===== config.mk =====
export PLATFORM = sky130hd
export DESIGN_NAME = insert_sched
export DESIGN_NICKNAME = d
export VERILOG_FILES = /design/src/verilog/task_unit_pkg.sv /design/src/verilog/task_fifo.sv /design/src/verilog/insert_sched.sv
export VERILOG_INCLUDE_DIRS = /design/src /design/src/verilog
export SDC_FILE = /design/constraint.sdc
export NUM_CORES = 1
export LEC_CHECK = 0
export BUFFER_PORTS_ARGS = -buffer_cell sky130_fd_sc_hd__buf_2
export CAP_MARGIN = 10
export CORE_MARGIN = 4
export CORE_UTILIZATION = 35
export CTS_CLUSTER_DIAMETER = 150
export CTS_CLUSTER_SIZE = 8
export DETAILED_ROUTE_END_ITERATION = 8
export PLACE_DENSITY_LB_ADDON = 0.12
export SYNTH_ARGS = -nofsm -noshare
export SYNTH_HDL_FRONTEND = slang
export SYNTH_HIERARCHICAL = 1
export SYNTH_SLANG_ARGS = --single-unit
export TNS_END_PERCENT = 30

===== constraint.sdc =====
create_clock -name clk -period 30.6 [get_ports clk]
set_clock_uncertainty 0.1 [all_clocks]
set_input_delay 6.12 -clock clk [delete_from_list [all_inputs] [get_ports clk]]
set_output_delay 6.12 -clock clk [all_outputs]
set_load 0.01 [all_outputs]

===== src/verilog/task_unit_settings.svh =====
`ifndef TASK_UNIT_SETTINGS_SVH
`define TASK_UNIT_SETTINGS_SVH

`define TS_WIDTH       32
`define LOCALE_WIDTH   32
`define ARG_WIDTH      64
`define TTYPE_WIDTH    4
`define HEAP_DEPTH     16
`define COUNT_WIDTH    5
`define FIFO_LOG_DEPTH 3
`define CFG_WIDTH      16
`define TTYPE_SPLITTER 4'd15

// Register bus addresses
`define REG_START           8'h10
`define REG_THROTTLE_MARGIN 8'h14
`define REG_SPILL_THRESHOLD 8'h18
`define REG_PRE_ENQ_CONFIG  8'h1c
`define REG_N_TASKS         8'h20
`define REG_LVT             8'h24

`define RST_SPILL_THRESHOLD 16'd12
`define RST_THROTTLE_MARGIN 32'd0
`define RST_DEQ_TOLERANCE   16'd1
`define RST_FIFO_THRESH     16'd0
`define RST_START           1'b0

`endif


===== src/verilog/task_unit_pkg.sv =====
`include "task_unit_settings.svh"

package task_unit_pkg;

   typedef logic [`TS_WIDTH-1:0] ts_t;

   // Timestamp and producer bit lead, so the key sits in the top bits
   typedef struct packed {
      ts_t                       ts;
      logic                      producer;
      logic [`TTYPE_WIDTH-1:0]   ttype;
      logic [`LOCALE_WIDTH-1:0]  locale;
      logic [`ARG_WIDTH-1:0]     args;
      logic                      no_write;
      logic                      no_read;
      logic                      non_spec;
   } task_t;

   typedef enum logic [1:0] {
      NOP,
      ENQ,
      DEQ_MIN,
      REPLACE
   } heap_op_t;

   typedef struct packed {
      logic        wvalid;
      logic [7:0]  waddr;
      logic [31:0] wdata;
   } reg_wr_t;

   typedef struct packed {
      logic       arvalid;
      logic [7:0] araddr;
   } reg_rd_req_t;

   typedef struct packed {
      logic        rvalid;
      logic [31:0] rdata;
   } reg_rd_resp_t;

   typedef struct packed {
      logic                    ready;
      logic                    out_valid;
      logic [`COUNT_WIDTH-1:0] count;
   } heap_status_t;

endpackage


===== src/verilog/task_fifo.sv =====
`timescale 1ns/100ps

module task_fifo #(
   parameter type item_t = logic [7:0],
   parameter int LOG_DEPTH = 3
) (
   input  logic             clk,
   input  logic             rstn,
   input  logic             wr_en,
   input  item_t            wr_data,
   input  logic             rd_en,
   output item_t            rd_data,
   output logic             full,
   output logic             empty,
   output logic [LOG_DEPTH:0] occ
);

   localparam int DEPTH = 2 ** LOG_DEPTH;

   item_t mem [DEPTH];
   logic [LOG_DEPTH:0] wr_ptr;
   logic [LOG_DEPTH:0] rd_ptr;
   logic do_wr;
   logic do_rd;

   assign occ   = wr_ptr - rd_ptr;
   assign full  = (occ == (LOG_DEPTH + 1)'(DEPTH));
   assign empty = (wr_ptr == rd_ptr);
   assign do_wr = wr_en && !full;
   assign do_rd = rd_en && !empty;

   // Head entry always shows on rd_data
   assign rd_data = mem[rd_ptr[LOG_DEPTH-1:0]];

   always_ff @(posedge clk) begin
      if (do_wr) begin
         mem[wr_ptr[LOG_DEPTH-1:0]] <= wr_data;
      end
   end

   always_ff @(posedge clk) begin
      if (!rstn) begin
         wr_ptr <= '0;
         rd_ptr <= '0;
      end else begin
         if (do_wr) begin
            wr_ptr <= wr_ptr + 1'b1;
         end
         if (do_rd) begin
            rd_ptr <= rd_ptr + 1'b1;
         end
      end
   end

endmodule


===== src/verilog/insert_sched.sv =====
`timescale 1ns/100ps
`include "task_unit_settings.svh"

module insert_sched import task_unit_pkg::*; (
   input  logic                  clk,
   input  logic                  rstn,
   input  logic                  task_enq_valid,
   output logic                  task_enq_ready,
   input  task_t                 task_enq_data,
   input  logic                  coal_child_valid,
   output logic                  coal_child_ready,
   input  task_t                 coal_child_data,
   input  heap_status_t          heap_st,
   input  logic                  deq_take,
   input  logic [`CFG_WIDTH-1:0] deq_tolerance,
   input  logic [`CFG_WIDTH-1:0] fifo_thresh,
   output heap_op_t              heap_op,
   output task_t                 heap_in,
   output logic                  fifo_empty
);

   logic in_open;
   logic fifo_full;
   logic fifo_wr;
   logic fifo_rd;
   task_t fifo_wr_data;
   logic [`FIFO_LOG_DEPTH:0] fifo_occ;
   logic [`CFG_WIDTH-1:0] since_deq;
   logic insert_due;
   logic heap_full;

   // Inputs open together with the heap, one cycle after reset
   always_ff @(posedge clk) begin
      if (!rstn) begin
         in_open <= 1'b0;
      end else begin
         in_open <= 1'b1;
      end
   end

   // Coalescer child has priority over the task port
   assign coal_child_ready = in_open && !fifo_full;
   assign task_enq_ready   = in_open && !fifo_full && !coal_child_valid;
   assign fifo_wr          = (coal_child_valid && coal_child_ready) ||
                             (task_enq_valid && task_enq_ready);
   assign fifo_wr_data     = coal_child_valid ? coal_child_data : task_enq_data;

   task_fifo #(
      .item_t    (task_t),
      .LOG_DEPTH (`FIFO_LOG_DEPTH)
   ) i_pre_enq_fifo (
      .clk     (clk),
      .rstn    (rstn),
      .wr_en   (fifo_wr),
      .wr_data (fifo_wr_data),
      .rd_en   (fifo_rd),
      .rd_data (heap_in),
      .full    (fifo_full),
      .empty   (fifo_empty),
      .occ     (fifo_occ)
   );

   always_ff @(posedge clk) begin
      if (!rstn) begin
         since_deq <= '0;
      end else if (heap_op == DEQ_MIN || heap_op == REPLACE) begin
         since_deq <= '0;
      end else if (since_deq != '1) begin
         since_deq <= since_deq + 1'b1;
      end
   end

   // Hold tasks back to pair them with a dequeue as a replace
   assign insert_due = !fifo_empty &&
                       (deq_take || (deq_tolerance < since_deq) ||
                        (`CFG_WIDTH'(fifo_occ) > fifo_thresh));

   assign heap_full = (heap_st.count == `COUNT_WIDTH'(`HEAP_DEPTH));

   always_comb begin
      heap_op = NOP;
      if (heap_st.ready) begin
         if (insert_due && deq_take) begin
            heap_op = REPLACE;
         end else if (insert_due && !heap_full) begin
            heap_op = ENQ;
         end else if (deq_take) begin
            heap_op = DEQ_MIN;
         end
      end
   end

   assign fifo_rd = (heap_op == ENQ) || (heap_op == REPLACE);

endmodule


==> out/metrics.cfg <==
[cts]
cts_resized = 0
clockBufferDepth = 3
cts-root-buf = clkbuf_16
cts_buffers = 157
cts_setup_buffers = 0
cts.sinks = 1116
clkLatencyLatePin_ns = 0.74
clkTransAtPathRegs_ns = 0.05
cts_tree = built
cts_max_level = 4
ctsHoldBuffers = 0

[finish]
multiInputGateArea_sq_um = 10590
drive_above_1_share_pct = 47.88
stdcell_area_sq_um = 52880
area_delta_synth_final_pct = 19.18
final_cell_mix = edfxtp_1, buf_2, mux2_2, mux4_2, clkbuf_16
fin_nets = 2866
final_common_cell = edfxtp_1
seqCellArea_sq_um = 33240
fillers = 11040
diodes = 0

[timing]
setup_viol = 0
rsz0062_at_grt = no
timing.slew.headroom_pct = 30.38
worst_pin_slew_ns = 1.044
final-hold-violation-count = 0
fmax_mhz = 71.56
drv_slew = 0
finalCriticalPeriod_ns = 13.97
timing.final.crit_share_pct = 45.67
tns_ns = 0

[grt]
grt_pass1_vias = 23610
top_usage_layer = met2
grt_pass1_wl_um = 151000
grt_util_met3_pct = 3.244
grtUsageMet2_pct = 26.63
grt_max_degree = 111
use_met1_pct = 20.02
gr-total-overflow = 0
grt_use_total_pct = 15.51
grt_antenna_before_repair = 0

[critical_path]
crit_type = in -> out
cp_data_arrival_time_ns = 7.75
crit_required_ns = 24.38
critPathMaxFanout = 4
setup.worst_path.end_class = primary output
start_kind = input port

[pwr]
comb_power_share_pct = 9.2
intPower_mw = 2.827
power_mw = 3.640
ir_worst_vdd_uv = 46.69
p_switching_uw = 812.6
power.density_nw_per_um2 = 68.83
leakagePower_nw = 17.10
switching_share_pct = 22.33
pwr-share-seq_pct = 48.6
clock_power_share_pct = 42.2

[floorplanning]
row_count = 130
die_height_um = 364.1
dieArea_sq_um = 132500
core-area_sq_um = 125700
die_w_um = 364.1
ios = 457
start_util_pct = 35.29

[logic_synthesis]
seq_area_frac_synth_pct = 74.90
synth_area_sq_um = 44370
synthTopCellsByArea = edfxtp_1, mux4_2, mux2_2, dfxtp_1, ha_1
syn_inst = 1970
synth_top_area_share_pct = 73.63
ys.warnings.count = 6
synth_edf_count = 1088
yosysTopAreaCell = edfxtp_1
synth_cell_types = 49
async_reset_ff_share_pct = 0
ys_ff_latch = 1116
synth.avg_cell_area_sq_um = 22.52
syn_nets = 2312
ys.flop_type = edfxtp_1

[drt]
antenna_left = 0
drt_pass1_iterations = 5
wl_um = 103500
num_vias = 21420
drt-vias-per-instance = 5.096
wl_per_cell_um = 24.64
drc = 0
drt_iter0_markers = 1239

[flow_run]
cap_violations = 0

[status]
status = completed

[placed_design]
port-buffer-count = 455
gp_congestion = 0.7775
place_hpwl_um = 56920
postPlaceCellArea_sq_um = 48610

[hold_path]
hp-class = reg -> reg

## sequential cells by signal, indices dropped and copies added, names as in the netlist, named ones only
signal	flops
since_deq	16
i_pre_enq_fifo/wr_ptr	4
i_pre_enq_fifo/mem	1088
i_pre_enq_fifo/rd_ptr	4
in_open	1
## cells in the mapped netlist, types with 11 or more instances
cell type and instances:
buf_2 33, mux4_2 272, edfxtp_1 1088, nand2_1 19
nor2_1 20, nand3_1 11, inv_1 30, xnor2_1 14
clkbuf_1 49, a21oi_1 11, buf_6 11, mux2_2 272
dfxtp_1 28, ha_1 25
## stage by stage
stage,cells,hold slack (ns),setup slack [ns],util (%)
2_1_floorplan,1970,0.3735,15.09,-
5_1_grt,4202,0.4377,16.57,42.06
4_1_cts,4202,0.4158,16.65,42.06
3_3_place_gp,4015,0.3971,16.66,38.66
6_report,4202,0.4121,16.63,42.06
3_5_place_dp,4015,0.4026,16.66,38.66
## power groups by stage
stage	clock, mW	sequential [mW]	combinational, mW
after floorplan	0	1.80	0.207
after global placement	0	1.79	0.342
after detailed placement	0	1.80	0.346
after CTS	1.59	1.77	0.348
after global routing	1.65	1.77	0.366
final	1.54	1.77	0.334
## critical path: stages
cell and delay [ns]:
buf_2 0.11, ha_1 0.30, nand4_1 0.14, nand3b_1 0.18
o31a_1 0.26, o211ai_1 0.09, o221ai_1 0.30, buf_2 0.25
## layout make-up
class                   instances  area share [%]
clock buffers                 171           7.529
clock inverters                16          0.5560
inverters                      30          0.2129
multi-input cells             729           20.02
flip-flops and latches       1116           62.86
well taps                    1650           3.904
repair buffers                490           4.910
## worst paths after layout
| kind | endpoint | cells past startpoint | slack, ns | startpoint |
|---|---|---|---|---|
| max | heap_op[0] | 8 | 16.63 | deq_tolerance[15] |
| min | since_deq[1] | 2 | 0.41 | since_deq[1] |
| max reg2reg | i_pre_enq_fifo/mem[0][99] | 13 | 25.04 | i_pre_enq_fifo/wr_ptr[0] |
| min reg2reg | since_deq[1] | 2 | 0.41 | since_deq[1] |
## per-layer routing
| metal | wire length [um] | vias to the layer above |
|---|---|---|
| met1 | 44370 | 11390 |
| met3 | 5025 | 136 |
| li1 | - | 9344 |
| met5 | 0 | - |
| met2 | 52270 | 541 |
| met4 | 1874 | 0 |
## kinds of logic after synthesis
group,Yosys count,synth area share [%]
AO/OA/AOI/OAI,36,0.5555
AND/OR/NAND/NOR,103,1.317
buffers and inverters,125,1.345
adder cells (fa/ha/maj),26,0.7501
XOR/XNOR,15,0.3130
multiplexers,549,20.82
flip-flops,1116,74.90
Power figures use the tool's default switching activity.
