===== config.mk =====
export PLATFORM = sky130hd
export DESIGN_NAME = deq_dispatch
export DESIGN_NICKNAME = d
export VERILOG_FILES = /design/src/verilog/task_unit_pkg.sv /design/src/verilog/deq_dispatch.sv
export VERILOG_INCLUDE_DIRS = /design/src /design/src/verilog
export SDC_FILE = /design/constraint.sdc
export NUM_CORES = 1
export LEC_CHECK = 0
export ABC_AREA = 0
export ABC_CLOCK_PERIOD_IN_PS = 3780
export BUFFER_PORTS_ARGS = -buffer_cell sky130_fd_sc_hd__buf_2
export CAP_MARGIN = 20
export CELL_PAD_IN_SITES_DETAIL_PLACEMENT = 1
export CELL_PAD_IN_SITES_GLOBAL_PLACEMENT = 1
export CORE_AREA = 2 2 204 206
export CTS_CLUSTER_DIAMETER = 150
export DETAILED_ROUTE_END_ITERATION = 7
export DIE_AREA = 0 0 206 208
export PLACE_DENSITY_LB_ADDON = 0.1
export SLEW_MARGIN = 5
export SYNTH_ARGS = -nofsm -noshare
export SYNTH_HDL_FRONTEND = slang
export SYNTH_SLANG_ARGS = --single-unit
export TNS_END_PERCENT = 20

===== constraint.sdc =====
create_clock -name clk -period 3.78 [get_ports clk]
set_input_delay 0.378 -clock clk [delete_from_list [all_inputs] [get_ports clk]]
set_output_delay 0.378 -clock clk [all_outputs]
set_load 0.03 [all_outputs]

===== src/verilog/task_unit_settings.svh =====
`ifndef TASK_UNIT_SETTINGS_SVH
`define TASK_UNIT_SETTINGS_SVH

`define TS_WIDTH       32
`define LOCALE_WIDTH   32
`define ARG_WIDTH      64
`define TTYPE_WIDTH    4
`define HEAP_DEPTH     16
`define COUNT_WIDTH    5
`define FIFO_LOG_DEPTH 3
`define CFG_WIDTH      16
`define TTYPE_SPLITTER 4'd15

// Register bus addresses
`define REG_START           8'h10
`define REG_THROTTLE_MARGIN 8'h14
`define REG_SPILL_THRESHOLD 8'h18
`define REG_PRE_ENQ_CONFIG  8'h1c
`define REG_N_TASKS         8'h20
`define REG_LVT             8'h24

`define RST_SPILL_THRESHOLD 16'd12
`define RST_THROTTLE_MARGIN 32'd0
`define RST_DEQ_TOLERANCE   16'd1
`define RST_FIFO_THRESH     16'd0
`define RST_START           1'b0

`endif


===== src/verilog/task_unit_pkg.sv =====
`include "task_unit_settings.svh"

package task_unit_pkg;

   typedef logic [`TS_WIDTH-1:0] ts_t;

   // Timestamp and producer bit lead, so the key sits in the top bits
   typedef struct packed {
      ts_t                       ts;
      logic                      producer;
      logic [`TTYPE_WIDTH-1:0]   ttype;
      logic [`LOCALE_WIDTH-1:0]  locale;
      logic [`ARG_WIDTH-1:0]     args;
      logic                      no_write;
      logic                      no_read;
      logic                      non_spec;
   } task_t;

   typedef enum logic [1:0] {
      NOP,
      ENQ,
      DEQ_MIN,
      REPLACE
   } heap_op_t;

   typedef struct packed {
      logic        wvalid;
      logic [7:0]  waddr;
      logic [31:0] wdata;
   } reg_wr_t;

   typedef struct packed {
      logic       arvalid;
      logic [7:0] araddr;
   } reg_rd_req_t;

   typedef struct packed {
      logic        rvalid;
      logic [31:0] rdata;
   } reg_rd_resp_t;

   typedef struct packed {
      logic                    ready;
      logic                    out_valid;
      logic [`COUNT_WIDTH-1:0] count;
   } heap_status_t;

endpackage


===== src/verilog/deq_dispatch.sv =====
`timescale 1ns/100ps
`include "task_unit_settings.svh"

module deq_dispatch import task_unit_pkg::*; (
   input  logic         clk,
   input  logic         rstn,
   input  task_t        heap_out,
   input  heap_status_t heap_st,
   input  logic         started,
   input  ts_t          throttle_margin,
   input  ts_t          gvt,
   output logic         task_deq_valid,
   input  logic         task_deq_ready,
   output task_t        task_deq_data,
   output logic         splitter_deq_valid,
   input  logic         splitter_deq_ready,
   output task_t        splitter_deq_task,
   output logic         deq_take,
   output ts_t          lvt
);

   ts_t throttle_ts;
   ts_t last_deq_ts;
   logic is_splitter;
   logic head_avail;

   // Zero margin disables the throttle
   always_ff @(posedge clk) begin
      if (!rstn) begin
         throttle_ts <= '1;
      end else if (throttle_margin == '0) begin
         throttle_ts <= '1;
      end else begin
         throttle_ts <= gvt + throttle_margin;
      end
   end

   assign is_splitter = (heap_out.ttype == `TTYPE_SPLITTER);
   assign head_avail  = heap_st.ready && heap_st.out_valid;

   assign task_deq_valid     = head_avail && !is_splitter && started &&
                               (heap_out.ts < throttle_ts);
   assign splitter_deq_valid = head_avail && is_splitter;
   assign task_deq_data      = heap_out;
   assign splitter_deq_task  = heap_out;

   assign deq_take = (task_deq_valid && task_deq_ready) ||
                     (splitter_deq_valid && splitter_deq_ready);

   always_ff @(posedge clk) begin
      if (!rstn) begin
         last_deq_ts <= '0;
      end else if (task_deq_valid && task_deq_ready) begin
         last_deq_ts <= heap_out.ts;
      end
   end

   assign lvt = (heap_st.count == '0) ? '1 :
                (heap_st.out_valid ? heap_out.ts : last_deq_ts);

endmodule


==> out/qor.yml, run 1 <==
power-per-cell-area_nw_per_um2: 348.0
drive_gt1_share_pct: 28.07
finalSetupViolCount: 0
drc: 0
fin_skew_ps: 6.901
antenna-diode-count: 0
fin_tns_setup_ps: 0
cts_tree: "done"
die_w_um: 206
p_total_w: 0.002535
worst_setup_path_end_kind: "output port"
arrival_ps: 2720
syn_inst: 949
place_ws_ps: 486.0
cts.sinks: 64
worst_pin_slew_ps: 657.4
min_period_ps: 3093
post-cts-setup-buffer-count: 0
ys.flop_type: "dfxtp_1"
max_freq_mhz: 323.3
ys.warnings.count: 0
drt-initial-drc-count: 177
initial_core_util_pct: 18.11
grt_pass1_wl_mm: 37.32
area_delta_synth_final_pct: -0.8008
period_share_pct: 81.84
ir_drop_uv: 145.6
die_h_um: 208
antenna_found_initial: 1
wl_per_cell_um: 17.53
first_pass_iters: 4
gp_congestion: 0.7382
rsz0062_at_grt: "no"
clkTransAtPathRegs_ps: 60
grt_pass1_vias: 5983
synth_nets: 1224
startpoint_type: "flop"
drv_slew: 0
drv_cap: 0
ioPinCount: 519
final_cells: 1419
ys_seq_elements: 64
synth.distinct_cells: 58
synth-edff-count: 0
clk_latency_ps: 340
place_inst: 1404
io_buffers: 218
hp-class: "in -> reg"
h-tree-depth: 3
outcome: "complete, no violations"
core-area_um2: 40550
grt_max_degree: 65
cts_buffers: 9
critPathKind: "reg -> out"
async_reset_ff_share_pct: 0
drtAntennaViolNets: 0
netlist_area_um2: 7343
seq_area_frac_synth_pct: 17.45
synth.area.top_cells: "buf_4 28%, dfxtp_1 17%, ha_1 11%, mux2i_1 9.4%, nand2_1 7.2%"
wl_mm: 24.87
cp.required_ps: 3400
grt.overflow.total: 0
grt_util_all_layers_pct: 11.51
viasPerCell: 3.975
final_nets: 1158
power_leakage_nw: 3.706
netlist.area_leader.share_pct: 27.81
vias: 5640
yosysTopAreaCell: "buf_4"
final_hold_viol_count: 0
postCtsHoldBufs: 0
cts_resized: 0
cts-root-buf: "clkbuf_16"
cp_max_fo: 3
synth.avg_cell_area_um2: 7.738
dp_hpwl_mm: 20.72
rrSetupSlack_ps: 910
slew_headroom_pct: 56.17
rows: 74
fin_ws_ps: 686.5
die_area_um2: 42850
cts_buffer_depth: 2
[final timing paths]
kind | cells after the start | end | start
setup / recovery | 10 | deq_take | throttle_ts[21]
hold / removal | 3 | last_deq_ts[21] | heap_out[125]
setup reg to reg | 10 | last_deq_ts[1] | throttle_ts[21]
hold reg to reg | 2 | last_deq_ts[23] | last_deq_ts[23]
[final cells by class]
type | count | area (um2)
clock inverter | 2 | 37.54
inverter | 46 | 172.7
timing repair buffer | 227 | 1159
tap | 532 | 665.6
clock buffer | 13 | 270.3
sequential | 64 | 1281
multi-input combinational | 535 | 3699
fill | 4912 | 33270
[cell usage in the layout, fill, tap and decap left out, types with 2 or more instances in the layout]
cell,Yosys,layout
a211o_1,2,2
a211oi_1,7,7
a211oi_2,2,2
a21o_1,25,25
a21oi_1,37,37
a221oi_1,2,2
a22oi_1,2,2
a31oi_1,6,6
a41oi_1,4,4
and2_1,6,6
and3_1,3,3
and4_1,2,2
buf_2,5,218
buf_4,272,9
clkbuf_16,0,9
clkbuf_8,0,3
dfxtp_1,64,64
ha_1,62,62
inv_1,46,46
mux2i_1,69,69
nand2_1,140,140
nand2b_1,4,4
nand3_1,12,12
nand4_1,13,13
nor2_1,30,30
nor2b_1,4,4
nor3_1,11,11
nor4_1,9,9
o21a_1,7,7
o21ai_0,25,25
o21ai_1,3,3
o21bai_1,5,5
o22ai_1,2,2
o31ai_1,3,3
or3_1,2,2
xnor2_1,9,9
xor2_1,7,7
[kinds of logic (layout without fill, tap and decap cells)]
kind of cell	count (synthesis)	after routing	synth area share, %
buffers and inverters	350	288	32.19
AND/OR/NAND/NOR	242	242	14.70
AO/OA/AOI/OAI	145	145	13.51
multiplexers	69	69	9.405
flip-flops	64	64	17.45
adder cells (fa/ha/maj)	63	63	10.84
XOR/XNOR	16	16	1.908
[synthesized netlist by cell type, drive strengths merged (3+ instances only)]
cell type / number
o21a: 7
mux2i: 69
a31oi: 6
nand3: 12
o21ai: 28
and2: 6
nand2: 140
nor3: 11
a21o: 25
a21oi: 37
o21bai: 5
clkbuf: 21
xnor2: 9
a41oi: 5
ha: 62
xor2: 7
nor2b: 4
nand4: 13
nor4: 9
a211oi: 9
nor2: 30
buf: 283
o31ai: 4
dfxtp: 64
inv: 46
nand2b: 4
and3: 3
[sequential cells by signal (all words and copies together) (netlist names)]
register / flops
throttle_ts: 32
last_deq_ts: 32
[critical path: stages (launching register included)]
cell and delay (ps):
dfxtp_1 300, inv_1 60, ha_1 290, a21o_1 160, a21o_1 170, a221oi_1 340, and3b_1 250, o31ai_2 120
a311oi_4 380, a21o_1 120, buf_2 190
[power breakdown]
group	internal, W	switching (W)
Combinational	0.000327	0.000591
Sequential	0.000729	0.0000176
Clock	0.000561	0.000310
[metal layers]
metal	vias up	global-route usage (%)	routed length, um
met4	4	3.867	488
met3	59	2.522	1388
met1	2565	15.16	11600
li1	2807	-	-
met5	-	1.267	52
met2	205	18.33	11340
[metrics by stage]
step / utilization, % / instance area (um2) / hold slack (ps)
after floorplan: - / 7343 / 434.1
after global placement: 17.20 / 6977 / 443.7
after detailed placement: 17.20 / 6977 / 447.1
after CTS: 17.96 / 7284 / 317.6
after global routing: 17.96 / 7284 / 329.7
final: 17.96 / 7284 / 338.2
(Power assumes the default switching activity.)
==> run 2: changes to the inputs <==
- ABC_CLOCK_PERIOD_IN_PS: 3780 -> 2700
- clock period: 3.78 -> 2.7 ns (I/O delays scaled with it)
==> out/qor.yml, run 2 (same netlist as run 1, synthesis figures left out) <==
cp.required_ps: 2430
arrival_ps: 2360
hp-class: "in -> reg"
rr_worst_depth: 12
min_period_ps: 2630
hold_end: "last_deq_ts[11]"
rr_startpoint: "throttle_ts[1]"
postCtsHoldBufs: 0
power_leakage_nw: 4.038
ir_drop_uv: 144.1
gp_congestion: 0.7506
clk_latency_ps: 340
h-tree-depth: 3
initial_core_util_pct: 18.11
rsz0062_at_grt: "yes"
grtUsageMet3_pct: 2.444
grt_pass1_vias: 6359
die_w_um: 206
antenna_found_initial: 0
cts_buffers: 9
r2r-end: "last_deq_ts[5]"
fin_skew_ps: 6.459
io_buffers: 218
wl_per_cell_um: 17.45
clkTransAtPathRegs_ps: 50
ioPinCount: 519
rows: 74
cts_buffer_depth: 2
worst_pin_slew_ps: 674.3
layout_common_cells: "216 x buf_2, 140 x nand2_1, 73 x buf_4"
gr-max-usage-layer: "met2"
drc: 0
vias: 5862
critPathKind: "reg -> out"
layout_commonest_cell: "buf_2"
final_hold_viol_count: 0
largestRegisters: "last_deq_ts (32), throttle_ts (32)"
grtUsageMet1_pct: 15.79
grt_util_all_layers_pct: 11.94
final_nets: 1225
die_area_um2: 42850
min-delay-start: "heap_out[115]"
grt_max_degree: 65
startpoint_type: "flop"
p_total_w: 0.003670
grt_pass1_wl_mm: 39.01
drtAntennaViolNets: 0
core-area_um2: 40550
cts-root-buf: "clkbuf_16"
drv_slew: 0
grt.overflow.total: 0
die_h_um: 208
cts.sinks: 64
antenna-diode-count: 0
rrSetupSlack_ps: 210
dp_hpwl_mm: 21.78
min_path_cells: 3
period_share_pct: 97.40
first_pass_iters: 4
drive_gt1_share_pct: 34.49
n_fill_cell: 4892
viasPerCell: 3.945
use_met2_pct: 19.22
worst_setup_path_end_kind: "output port"
utilization_pct: 19.56
area_delta_synth_final_pct: 8.025
outcome: "complete, no violations"
finalSetupViolCount: 0
slew_headroom_pct: 55.04
drv_cap: 0
cp_max_fo: 2
power-per-cell-area_nw_per_um2: 462.7
drt-initial-drc-count: 133
cts_tree: "done"
max_freq_mhz: 380.3
wl_mm: 25.94
[run 2: layout make-up]
cell class	count	area (um2)	share of cell area, %
clock inverter	4	45.04	0.5678
sequential	64	1282	16.17
multi-input combinational	535	3807	48.00
inverter	46	172.7	2.177
clock buffer	11	242.7	3.060
timing repair buffer	294	1717	21.64
tap	532	665.6	8.391
[run 2: per-stage QoR]
stage	setup TNS, ps	setup slack, ps	hold WS, ps	std cells	instance area [um2]
final	0	70.18	233.7	1486	7933
after global routing	-87.25	-87.25	240.1	1486	7933
after CTS	-9.831	-9.831	216.0	1485	7863
after detailed placement	-5893	-233.5	449.3	1466	7467
after global placement	-5198	-201.2	444.2	1466	7467
after floorplan	0	53.26	412.1	949	7343
[run 2: worst max-delay path: stages, from the launching register on]
cell      delay, ps
dfxtp_1         310
inv_1            40
ha_1            260
a21o_1          150
a211o_1         270
a211oi_2        250
buf_4           160
o31ai_4          80
a311oi_4        240
a21o_1          130
buf_6           130
[run 2: timing repair]
action,CTS,global route
setup buffers,4,0
gates resized for setup,16,8
hold endpoints to repair,0,0
gates cloned,0,1
endpoints found under the setup margin,34,17
pin swaps,8,1
[run 2: how the worst max path moves through the flow]
stage,from,to
floorplan,throttle_ts[21],deq_take
global placement,heap_out[125],last_deq_ts[1]
detailed placement,heap_out[125],last_deq_ts[8]
CTS,throttle_ts[1],deq_take
global route,throttle_ts[7],deq_take
finish,throttle_ts[1],deq_take
[run 2: power by group]
part / switching (W) / internal [W]
Combinational: 0.000878 / 0.000581
Clock: 0.000437 / 0.000730
Sequential: 0.0000239 / 0.00102
[run 2: layer usage]
metal	wire [um]	part of all wire [%]
met1	12220	47
met3	1421	5.5
met2	11740	45
met5	85	0.33
met4	472	1.8
