<file path="config.mk">
export PLATFORM = sky130hd
export DESIGN_NAME = task_unit_regs
export DESIGN_NICKNAME = d
export VERILOG_FILES = /design/src/verilog/task_unit_pkg.sv /design/src/verilog/task_unit_regs.sv
export VERILOG_INCLUDE_DIRS = /design/src /design/src/verilog
export SDC_FILE = /design/constraint.sdc
export NUM_CORES = 1
export LEC_CHECK = 0
export ABC_AREA = 1
export BUFFER_PORTS_ARGS = -buffer_cell sky130_fd_sc_hd__buf_2
export CORE_MARGIN = 3
export CORE_UTILIZATION = 46
export DETAILED_ROUTE_END_ITERATION = 6
export PLACE_DENSITY = 0.77
export SETUP_SLACK_MARGIN = 0.5
export SYNTH_ARGS = -nofsm -noshare
export SYNTH_HDL_FRONTEND = slang
export SYNTH_SLANG_ARGS = --single-unit
</file>
<file path="constraint.sdc">
create_clock -name clk -period 1.9 [get_ports clk]
set_input_delay 0.19 -clock clk [delete_from_list [all_inputs] [get_ports clk]]
set_output_delay 0.19 -clock clk [all_outputs]
set_load 0.02 [all_outputs]
</file>
<file path="src/verilog/task_unit_settings.svh">
`ifndef TASK_UNIT_SETTINGS_SVH
`define TASK_UNIT_SETTINGS_SVH

`define TS_WIDTH       32
`define LOCALE_WIDTH   32
`define ARG_WIDTH      64
`define TTYPE_WIDTH    4
`define HEAP_DEPTH     16
`define COUNT_WIDTH    5
`define FIFO_LOG_DEPTH 3
`define CFG_WIDTH      16
`define TTYPE_SPLITTER 4'd15

// Register bus addresses
`define REG_START           8'h10
`define REG_THROTTLE_MARGIN 8'h14
`define REG_SPILL_THRESHOLD 8'h18
`define REG_PRE_ENQ_CONFIG  8'h1c
`define REG_N_TASKS         8'h20
`define REG_LVT             8'h24

`define RST_SPILL_THRESHOLD 16'd12
`define RST_THROTTLE_MARGIN 32'd0
`define RST_DEQ_TOLERANCE   16'd1
`define RST_FIFO_THRESH     16'd0
`define RST_START           1'b0

`endif

</file>
<file path="src/verilog/task_unit_pkg.sv">
`include "task_unit_settings.svh"

package task_unit_pkg;

   typedef logic [`TS_WIDTH-1:0] ts_t;

   // Timestamp and producer bit lead, so the key sits in the top bits
   typedef struct packed {
      ts_t                       ts;
      logic                      producer;
      logic [`TTYPE_WIDTH-1:0]   ttype;
      logic [`LOCALE_WIDTH-1:0]  locale;
      logic [`ARG_WIDTH-1:0]     args;
      logic                      no_write;
      logic                      no_read;
      logic                      non_spec;
   } task_t;

   typedef enum logic [1:0] {
      NOP,
      ENQ,
      DEQ_MIN,
      REPLACE
   } heap_op_t;

   typedef struct packed {
      logic        wvalid;
      logic [7:0]  waddr;
      logic [31:0] wdata;
   } reg_wr_t;

   typedef struct packed {
      logic       arvalid;
      logic [7:0] araddr;
   } reg_rd_req_t;

   typedef struct packed {
      logic        rvalid;
      logic [31:0] rdata;
   } reg_rd_resp_t;

   typedef struct packed {
      logic                    ready;
      logic                    out_valid;
      logic [`COUNT_WIDTH-1:0] count;
   } heap_status_t;

endpackage

</file>
<file path="src/verilog/task_unit_regs.sv">
`timescale 1ns/100ps
`include "task_unit_settings.svh"

module task_unit_regs import task_unit_pkg::*; (
   input  logic                  clk,
   input  logic                  rstn,
   input  reg_wr_t               reg_wr,
   input  reg_rd_req_t           reg_rd_req,
   output reg_rd_resp_t          reg_rd_resp,
   input  heap_status_t          heap_st,
   input  logic                  fifo_empty,
   input  ts_t                   lvt,
   output logic                  started,
   output ts_t                   throttle_margin,
   output logic [`CFG_WIDTH-1:0] spill_threshold,
   output logic [`CFG_WIDTH-1:0] deq_tolerance,
   output logic [`CFG_WIDTH-1:0] fifo_thresh,
   output logic                  empty,
   output logic                  almost_full,
   output logic                  full
);

   always_ff @(posedge clk) begin
      if (!rstn) begin
         started         <= `RST_START;
         throttle_margin <= `RST_THROTTLE_MARGIN;
         spill_threshold <= `RST_SPILL_THRESHOLD;
         deq_tolerance   <= `RST_DEQ_TOLERANCE;
         fifo_thresh     <= `RST_FIFO_THRESH;
      end else if (reg_wr.wvalid) begin
         case (reg_wr.waddr)
            `REG_START:           started <= reg_wr.wdata[0];
            `REG_THROTTLE_MARGIN: throttle_margin <= reg_wr.wdata;
            `REG_SPILL_THRESHOLD: spill_threshold <= reg_wr.wdata[`CFG_WIDTH-1:0];
            `REG_PRE_ENQ_CONFIG: begin
               deq_tolerance <= reg_wr.wdata[15:0];
               fifo_thresh   <= reg_wr.wdata[31:16];
            end
            default: ;
         endcase
      end
   end

   // Read data follows the request by one cycle
   always_ff @(posedge clk) begin
      if (!rstn) begin
         reg_rd_resp.rvalid <= 1'b0;
      end else begin
         reg_rd_resp.rvalid <= reg_rd_req.arvalid;
         if (reg_rd_req.arvalid) begin
            case (reg_rd_req.araddr)
               `REG_START:           reg_rd_resp.rdata <= 32'(started);
               `REG_THROTTLE_MARGIN: reg_rd_resp.rdata <= throttle_margin;
               `REG_SPILL_THRESHOLD: reg_rd_resp.rdata <= 32'(spill_threshold);
               `REG_PRE_ENQ_CONFIG:  reg_rd_resp.rdata <= {fifo_thresh, deq_tolerance};
               `REG_N_TASKS:         reg_rd_resp.rdata <= 32'(heap_st.count);
               `REG_LVT:             reg_rd_resp.rdata <= lvt;
               default:              reg_rd_resp.rdata <= '0;
            endcase
         end
      end
   end

   // Tasks still waiting in the FIFO keep the unit non-empty
   assign empty       = (heap_st.count == '0) && fifo_empty;
   assign almost_full = (`CFG_WIDTH'(heap_st.count) > spill_threshold);
   assign full        = (heap_st.count == `COUNT_WIDTH'(`HEAP_DEPTH));

endmodule

</file>
==> results of run 1 <==
-- cells in the mapped netlist, drive strengths merged --
| cell type | n | area (µm²) |
|---|---|---|
| buf | 34 | 260 |
| and2 | 1 | 6.26 |
| clkbuf | 9 | 33.8 |
| and2b | 1 | 8.76 |
| a21oi | 2 | 10.0 |
| nand3 | 155 | 813 |
| inv | 221 | 830 |
| o21ai | 4 | 20.0 |
| nand2 | 252 | 956 |
| ha | 5 | 62.6 |
| nor2 | 107 | 444 |
| nor3 | 1 | 5.00 |
| nand4 | 14 | 87.6 |
| dfxtp | 82 | 1640 |
| edfxtp | 32 | 961 |
-- critical path: cells and delay by family, from the launching register on --
family	cells	cell delay, ns
AOI/OAI and AO/OA	1	0.06
adders and majority gates	1	0.26
DFF	1	0.33
and+or+nand+nor	5	0.35
buffers and inverters	2	0.18
-- per-layer routing --
metal  global-route usage, %  part of all wire, %  vias to the layer above
met3                    7.01                  8.9                       33
met2                    40.3                   47                      283
met5                       0                    0                        -
li1                        -                    -                     3151
met4                    7.35                  1.7                        0
met1                    30.3                   42                     2761
-- power by group --
| group | leakage (nW) | switching, mW | internal, mW |
|---|---|---|---|
| clock network | 0.262 | 1.06 | 1.79 |
| registers | 0.975 | 0.00834 | 2.52 |
| logic | 2.97 | 0.275 | 0.155 |
-- cells by family after synthesis --
logic type	Yosys count	synth area share, %
DFF	114	42.4
buffers and inverters	264	18.3
and+or+nand+nor	531	37.8
adders and majority gates	5	1.02
AOI/OAI and AO/OA	6	0.489
-- flip-flops by register name (all words and copies together) (netlist names) --
register         cells
reg_rd_resp         33
throttle_margin     32
deq_tolerance       16
fifo_thresh         16
spill_threshold     16
started              1
-- layout make-up --
cell class	count	area share, %
Timing Repair Buffer	226	15.4
Clock inverter	6	0.397
Tap cell	172	2.73
Inverter	221	10.6
Clock buffer	26	6.34
Sequential cell	114	33.1
Multi-Input combinational cell	542	31.4
-- path summary, 6_finish.rpt --
check,startpoint,to,slack (ns),depth (start not counted)
setup reg to reg,spill_threshold[2]$_SDFFE_PN1P_,reg_rd_resp[2]$_DFFE_PP_,0.91,5
hold / removal,reg_wr[0],deq_tolerance[0]$_SDFFE_PN1P_,0.05,3
hold reg to reg,deq_tolerance[0]$_SDFFE_PN1P_,deq_tolerance[0]$_SDFFE_PN1P_,0.48,2
setup / recovery,spill_threshold[1]$_SDFFE_PN0P_,almost_full,0.12,9
-- stage by stage --
stage	instances	hold slack [ns]	setup slack, ns
2_1_floorplan	920	0.292	0.513
3_3_place_gp	1271	0.411	0.318
3_5_place_dp	1271	0.425	0.299
4_1_cts	1307	0.0255	0.109
5_1_grt	1307	0.0435	0.0439
6_report	1307	0.0480	0.124
-- timing repair --
| action | in CTS | in global routing |
|---|---|---|
| endpoints found under the hold margin | 1 | 0 |
| setup endpoints to repair | 1 | 1 |
| hold buffers | 1 | 0 |
| buffers inserted | 3 | 0 |
| gates resized for setup | 12 | 2 |
| pin swaps | 7 | 4 |
==> flow_metrics.env, run 1 <==
export IMPL_status="completed"
export IMPL_design_area_um2=7880
export IMPL_fin_nets=1219
export IMPL_syn2layout_area_growth_pct=28.3
export IMPL_clk_latency_ns=0.41
export IMPL_firstDrtPassIters=5
export IMPL_crit_arrival_ns=1.59
export IMPL_die_w_um=122
export IMPL_cts_tree="built"
export IMPL_mostFrequentLayoutCell="nand2_1"
export IMPL_antenna_cells=0
export IMPL_postLayoutCoreUtil_pct=61.4
export IMPL_hold_path_class="in -> reg"
export IMPL_cap_violations=0
export IMPL_p_leak_nw=4.21
export IMPL_ant_nets=0
export IMPL_grt_pass1_wl_mm=28.0
export IMPL_rows=41
export IMPL_clk_path_buf_depth=2
export IMPL_drive_above_1_share_pct=25.2
export IMPL_power_total_mw=5.81
export IMPL_critPathKind="reg -> out"
export IMPL_grt_usage_pct=24.1
export IMPL_setup_tns_ns=0
export IMPL_max_slew_margin_pct=44.6
export IMPL_io_pins=209
export IMPL_avgSynthCellArea_um2=6.67
export IMPL_io_buffers=206
export IMPL_grt_max_degree=82
export IMPL_hold_viol=0
export IMPL_final_seq_area_um2=2610
export IMPL_grt_overflow=0
export IMPL_wl_mm=18.0
export IMPL_ys_ff_latch=114
export IMPL_synth_nets=1017
export IMPL_cp_cell_sequence="inv_2 > ha_4 > nand2_1 > nand2_1 > nand2_1 > nand2_1 > a21oi_2 > nor2_2 > buf_6"
export IMPL_design_core_area_um2=12800
export IMPL_start_util_pct=47.9
export IMPL_fmax_mhz=563
export IMPL_dpl_hpwl_mm=12.5
export IMPL_ir_worst_vdd_mv=0.521
export IMPL_clock_sinks=114
export IMPL_drt_drc_violations_left=0
export IMPL_ys_warn_count=0
export IMPL_cts_made_buffers=17
export IMPL_crit_path_max_incr_delay_ns=0.33
export IMPL_cts_root_buf="clkbuf_16"
export IMPL_grt_setup_unrepaired="true"
export IMPL_power_density_nw_per_um2=737
export IMPL_worstMarginPinSlew_ns=0.830
export IMPL_slew_violations=0
export IMPL_die_h_um=122
export IMPL_path_common_cell="nand2_1"
export IMPL_setup_viol_count_final=0
export IMPL_grt_pass1_vias=5755
export IMPL_drt_vias_per_instance=4.77
export IMPL_antenna_found_initial=0
export IMPL_drt_iter0_drc=426
export IMPL_wl_per_cell_um=13.8
export IMPL_place_congestion=0.851
export IMPL_critPathSlowestCell="dfxtp_2"
export IMPL_layout_common_cells="nand2_1, inv_1, buf_2"
export IMPL_cts_max_level=4
export IMPL_worstPathRequired_ns=1.71
export IMPL_multi_input_area_um2=2480
export IMPL_synth_area_um2=6140
export IMPL_clkTransAtPathRegs_ns=0.05
export IMPL_fin_skew_ns=0.00730
export IMPL_synth_cell_type_count=23
export IMPL_yosysSeqAreaShare_pct=42.4
export IMPL_fillCellCount=1223
export IMPL_end_kind="primary output"
export IMPL_min_period_ns=1.78
export IMPL_startpoint_type="register"
export IMPL_dpl_instance_area_um2=7260
export IMPL_synthCells=920
export IMPL_vias=6228
export IMPL_post_route_period_util_pct=93.5
export IMPL_crit_path_max_fanout=2
export IMPL_die_area_um2=14800
No activity file was read; power rests on OpenSTA's default activity.
==> run 2: changes to the inputs <==
--- a/config.mk
+++ b/config.mk
@@ -9,9 +9,8 @@
 export ABC_AREA = 1
 export BUFFER_PORTS_ARGS = -buffer_cell sky130_fd_sc_hd__buf_2
 export CORE_MARGIN = 3
-export CORE_UTILIZATION = 46
+export CORE_UTILIZATION = 35
 export DETAILED_ROUTE_END_ITERATION = 6
-export PLACE_DENSITY = 0.77
 export SETUP_SLACK_MARGIN = 0.5
 export SYNTH_ARGS = -nofsm -noshare
 export SYNTH_HDL_FRONTEND = slang
==> run 2 against run 1 <==
Clock power is 5% higher. Count of clock-buffer cells in the layout is 4 lower. Clock skew is 0.0025 ns higher. Maximum frequency is 2.1% lower. Non-clock buffer count is 4 higher. Core utilization is 14 points lower. First-iteration DRC count is 14% lower. Largest cell class unchanged.
==> flow_metrics.env, run 2 (synthesis results as in run 1) <==
export IMPL_design_core_area_um2=16900
export IMPL_clk_path_buf_depth=2
export IMPL_drt_vias_per_instance=4.42
export IMPL_post_route_period_util_pct=95.5
export IMPL_crit_path_max_fanout=2
export IMPL_fin_skew_ns=0.00981
export IMPL_p_leak_nw=4.25
export IMPL_place_congestion=0.862
export IMPL_ir_worst_vdd_mv=0.646
export IMPL_worstPathRequired_ns=1.71
export IMPL_cts_tree="built"
export IMPL_drive_above_1_share_pct=25.5
export IMPL_die_area_um2=19200
export IMPL_drt_iter0_drc=366
export IMPL_sw_frac_of_total_pct=22.8
export IMPL_vias=6004
export IMPL_antenna_found_initial=1
export IMPL_mostFrequentLayoutCell="nand2_1"
export IMPL_drt_drc_violations_left=0
export IMPL_max_slew_margin_pct=44.9
export IMPL_die_h_um=138
export IMPL_setup_ws_ns=0.0859
export IMPL_worstMarginPinSlew_ns=0.827
export IMPL_clkTransAtPathRegs_ns=0.05
export IMPL_grt_pass1_vias=5552
export IMPL_power_switching_mw=1.36
export IMPL_die_w_um=138
export IMPL_clkPwrFrac_pct=50.3
export IMPL_ant_nets=0
export IMPL_largest_reg_flops=33
export IMPL_final_cells=1359
export IMPL_start_util_pct=36.4
export IMPL_power_density_nw_per_um2=743
export IMPL_dpl_hpwl_mm=13.6
export IMPL_place_ws_ns=0.308
export IMPL_critPathKind="reg -> out"
export IMPL_io_buffers=206
export IMPL_fmax_mhz=551
export IMPL_cts_max_level=4
export IMPL_p_int_mw=4.61
export IMPL_comb_power_share_pct=7.3
export IMPL_grt_overflow=0
export IMPL_startpoint_type="register"
export IMPL_grt_setup_unrepaired="true"
export IMPL_power_total_mw=5.96
export IMPL_hold_viol=0
export IMPL_firstDrtPassIters=5
export IMPL_cts_made_buffers=17
export IMPL_status="completed"
export IMPL_syn2layout_area_growth_pct=30.7
export IMPL_design_area_um2=8020
export IMPL_rows=47
export IMPL_grt_pass1_wl_mm=30.1
export IMPL_slew_violations=0
export IMPL_io_pins=209
export IMPL_top_register="reg_rd_resp"
export IMPL_cts_root_buf="clkbuf_16"
export IMPL_layout_common_cells="nand2_1, inv_1, buf_2"
export IMPL_end_kind="primary output"
export IMPL_dpl_instance_area_um2=7330
export IMPL_clk_latency_ns=0.42
export IMPL_seq_power_share_pct=42.4
export IMPL_hold_path_class="in -> reg"
export IMPL_wl_mm=19.0
export IMPL_wl_per_cell_um=14.0
export IMPL_cap_violations=0
export IMPL_fin_nets=1223
export IMPL_post_place_cells=1319
export IMPL_clock_sinks=114
export IMPL_setup_viol_count_final=0
export IMPL_crit_arrival_ns=1.62
export IMPL_min_period_ns=1.81
export IMPL_grt_max_degree=82
export IMPL_worst_hold_slack_ns=0.0340
export IMPL_reg_top3="reg_rd_resp (33), throttle_margin (32)"
export IMPL_postLayoutCoreUtil_pct=47.5
export IMPL_grt_usage_pct=19.6
export IMPL_setup_tns_ns=0
==> run 2: changes by cell type in the layout (fill, tap and decap cells not counted), sizes merged <==
cell and change:
bufinv +2, diode +1, clkinvlp -1, clkbuf -4
buf +4, clkinv +2
==> run 2: metal layers <==
layer	wire length [µm]	track usage, %	vias to the layer above	part of all wire [%]
met5	13	0	-	0.068
met4	328	6.40	2	1.7
met3	1780	6.53	29	9.4
met2	8530	30.6	226	45
met1	8340	25.7	2581	44
li1	-	-	3166	-
==> run 2: cell type report <==
class                      count  area [µm²]
fill                        1723        8860
timing repair buffer         230        1260
clock inverter                 9        90.1
tap                          220         275
multi-input combinational    542        2500
clock buffer                  22         454
inverter                     221         833
antenna                        1        2.50
sequential                   114        2610
==> run 2: repair_timing <==
action	4_1_cts	5_1_grt
pin swaps	7	7
gates resized for setup	12	7
buffers inserted	4	3
hold buffers	1	0
endpoints found under the setup margin	1	1
endpoints found under the hold margin	1	0
==> run 2: worst paths after layout <==
check             cells after the start  slack (ns)                               end                        startpoint
setup reg to reg                      6        0.82          reg_rd_resp[3]$_DFFE_PP_   spill_threshold[3]$_SDFFE_PN1P_
hold reg to reg                       4        0.53  throttle_margin[27]$_SDFFE_PN0P_  throttle_margin[27]$_SDFFE_PN0P_
setup / recovery                      9        0.09                       almost_full   spill_threshold[1]$_SDFFE_PN0P_
hold / removal                        3        0.03   spill_threshold[2]$_SDFFE_PN1P_                         reg_wr[2]
==> run 2: power by group through the flow <==
stage	clock (mW)	combinational, mW	sequential (mW)
6_report	3.00	0.436	2.53
5_1_grt	3.17	0.485	2.53
4_1_cts	3.05	0.430	2.53
3_5_place_dp	0	0.419	2.58
3_3_place_gp	0	0.417	2.58
2_1_floorplan	0	0.199	2.61
==> run 2: worst max-delay path, cell delays in order, from the launching register on <==
cell     delay, ns
dfxtp_2       0.33
inv_2         0.05
ha_4          0.23
nand2_1       0.07
nand2_1       0.07
nand2_2       0.06
nand2_2       0.06
a21oi_4       0.15
nor2_4        0.06
buf_6         0.13
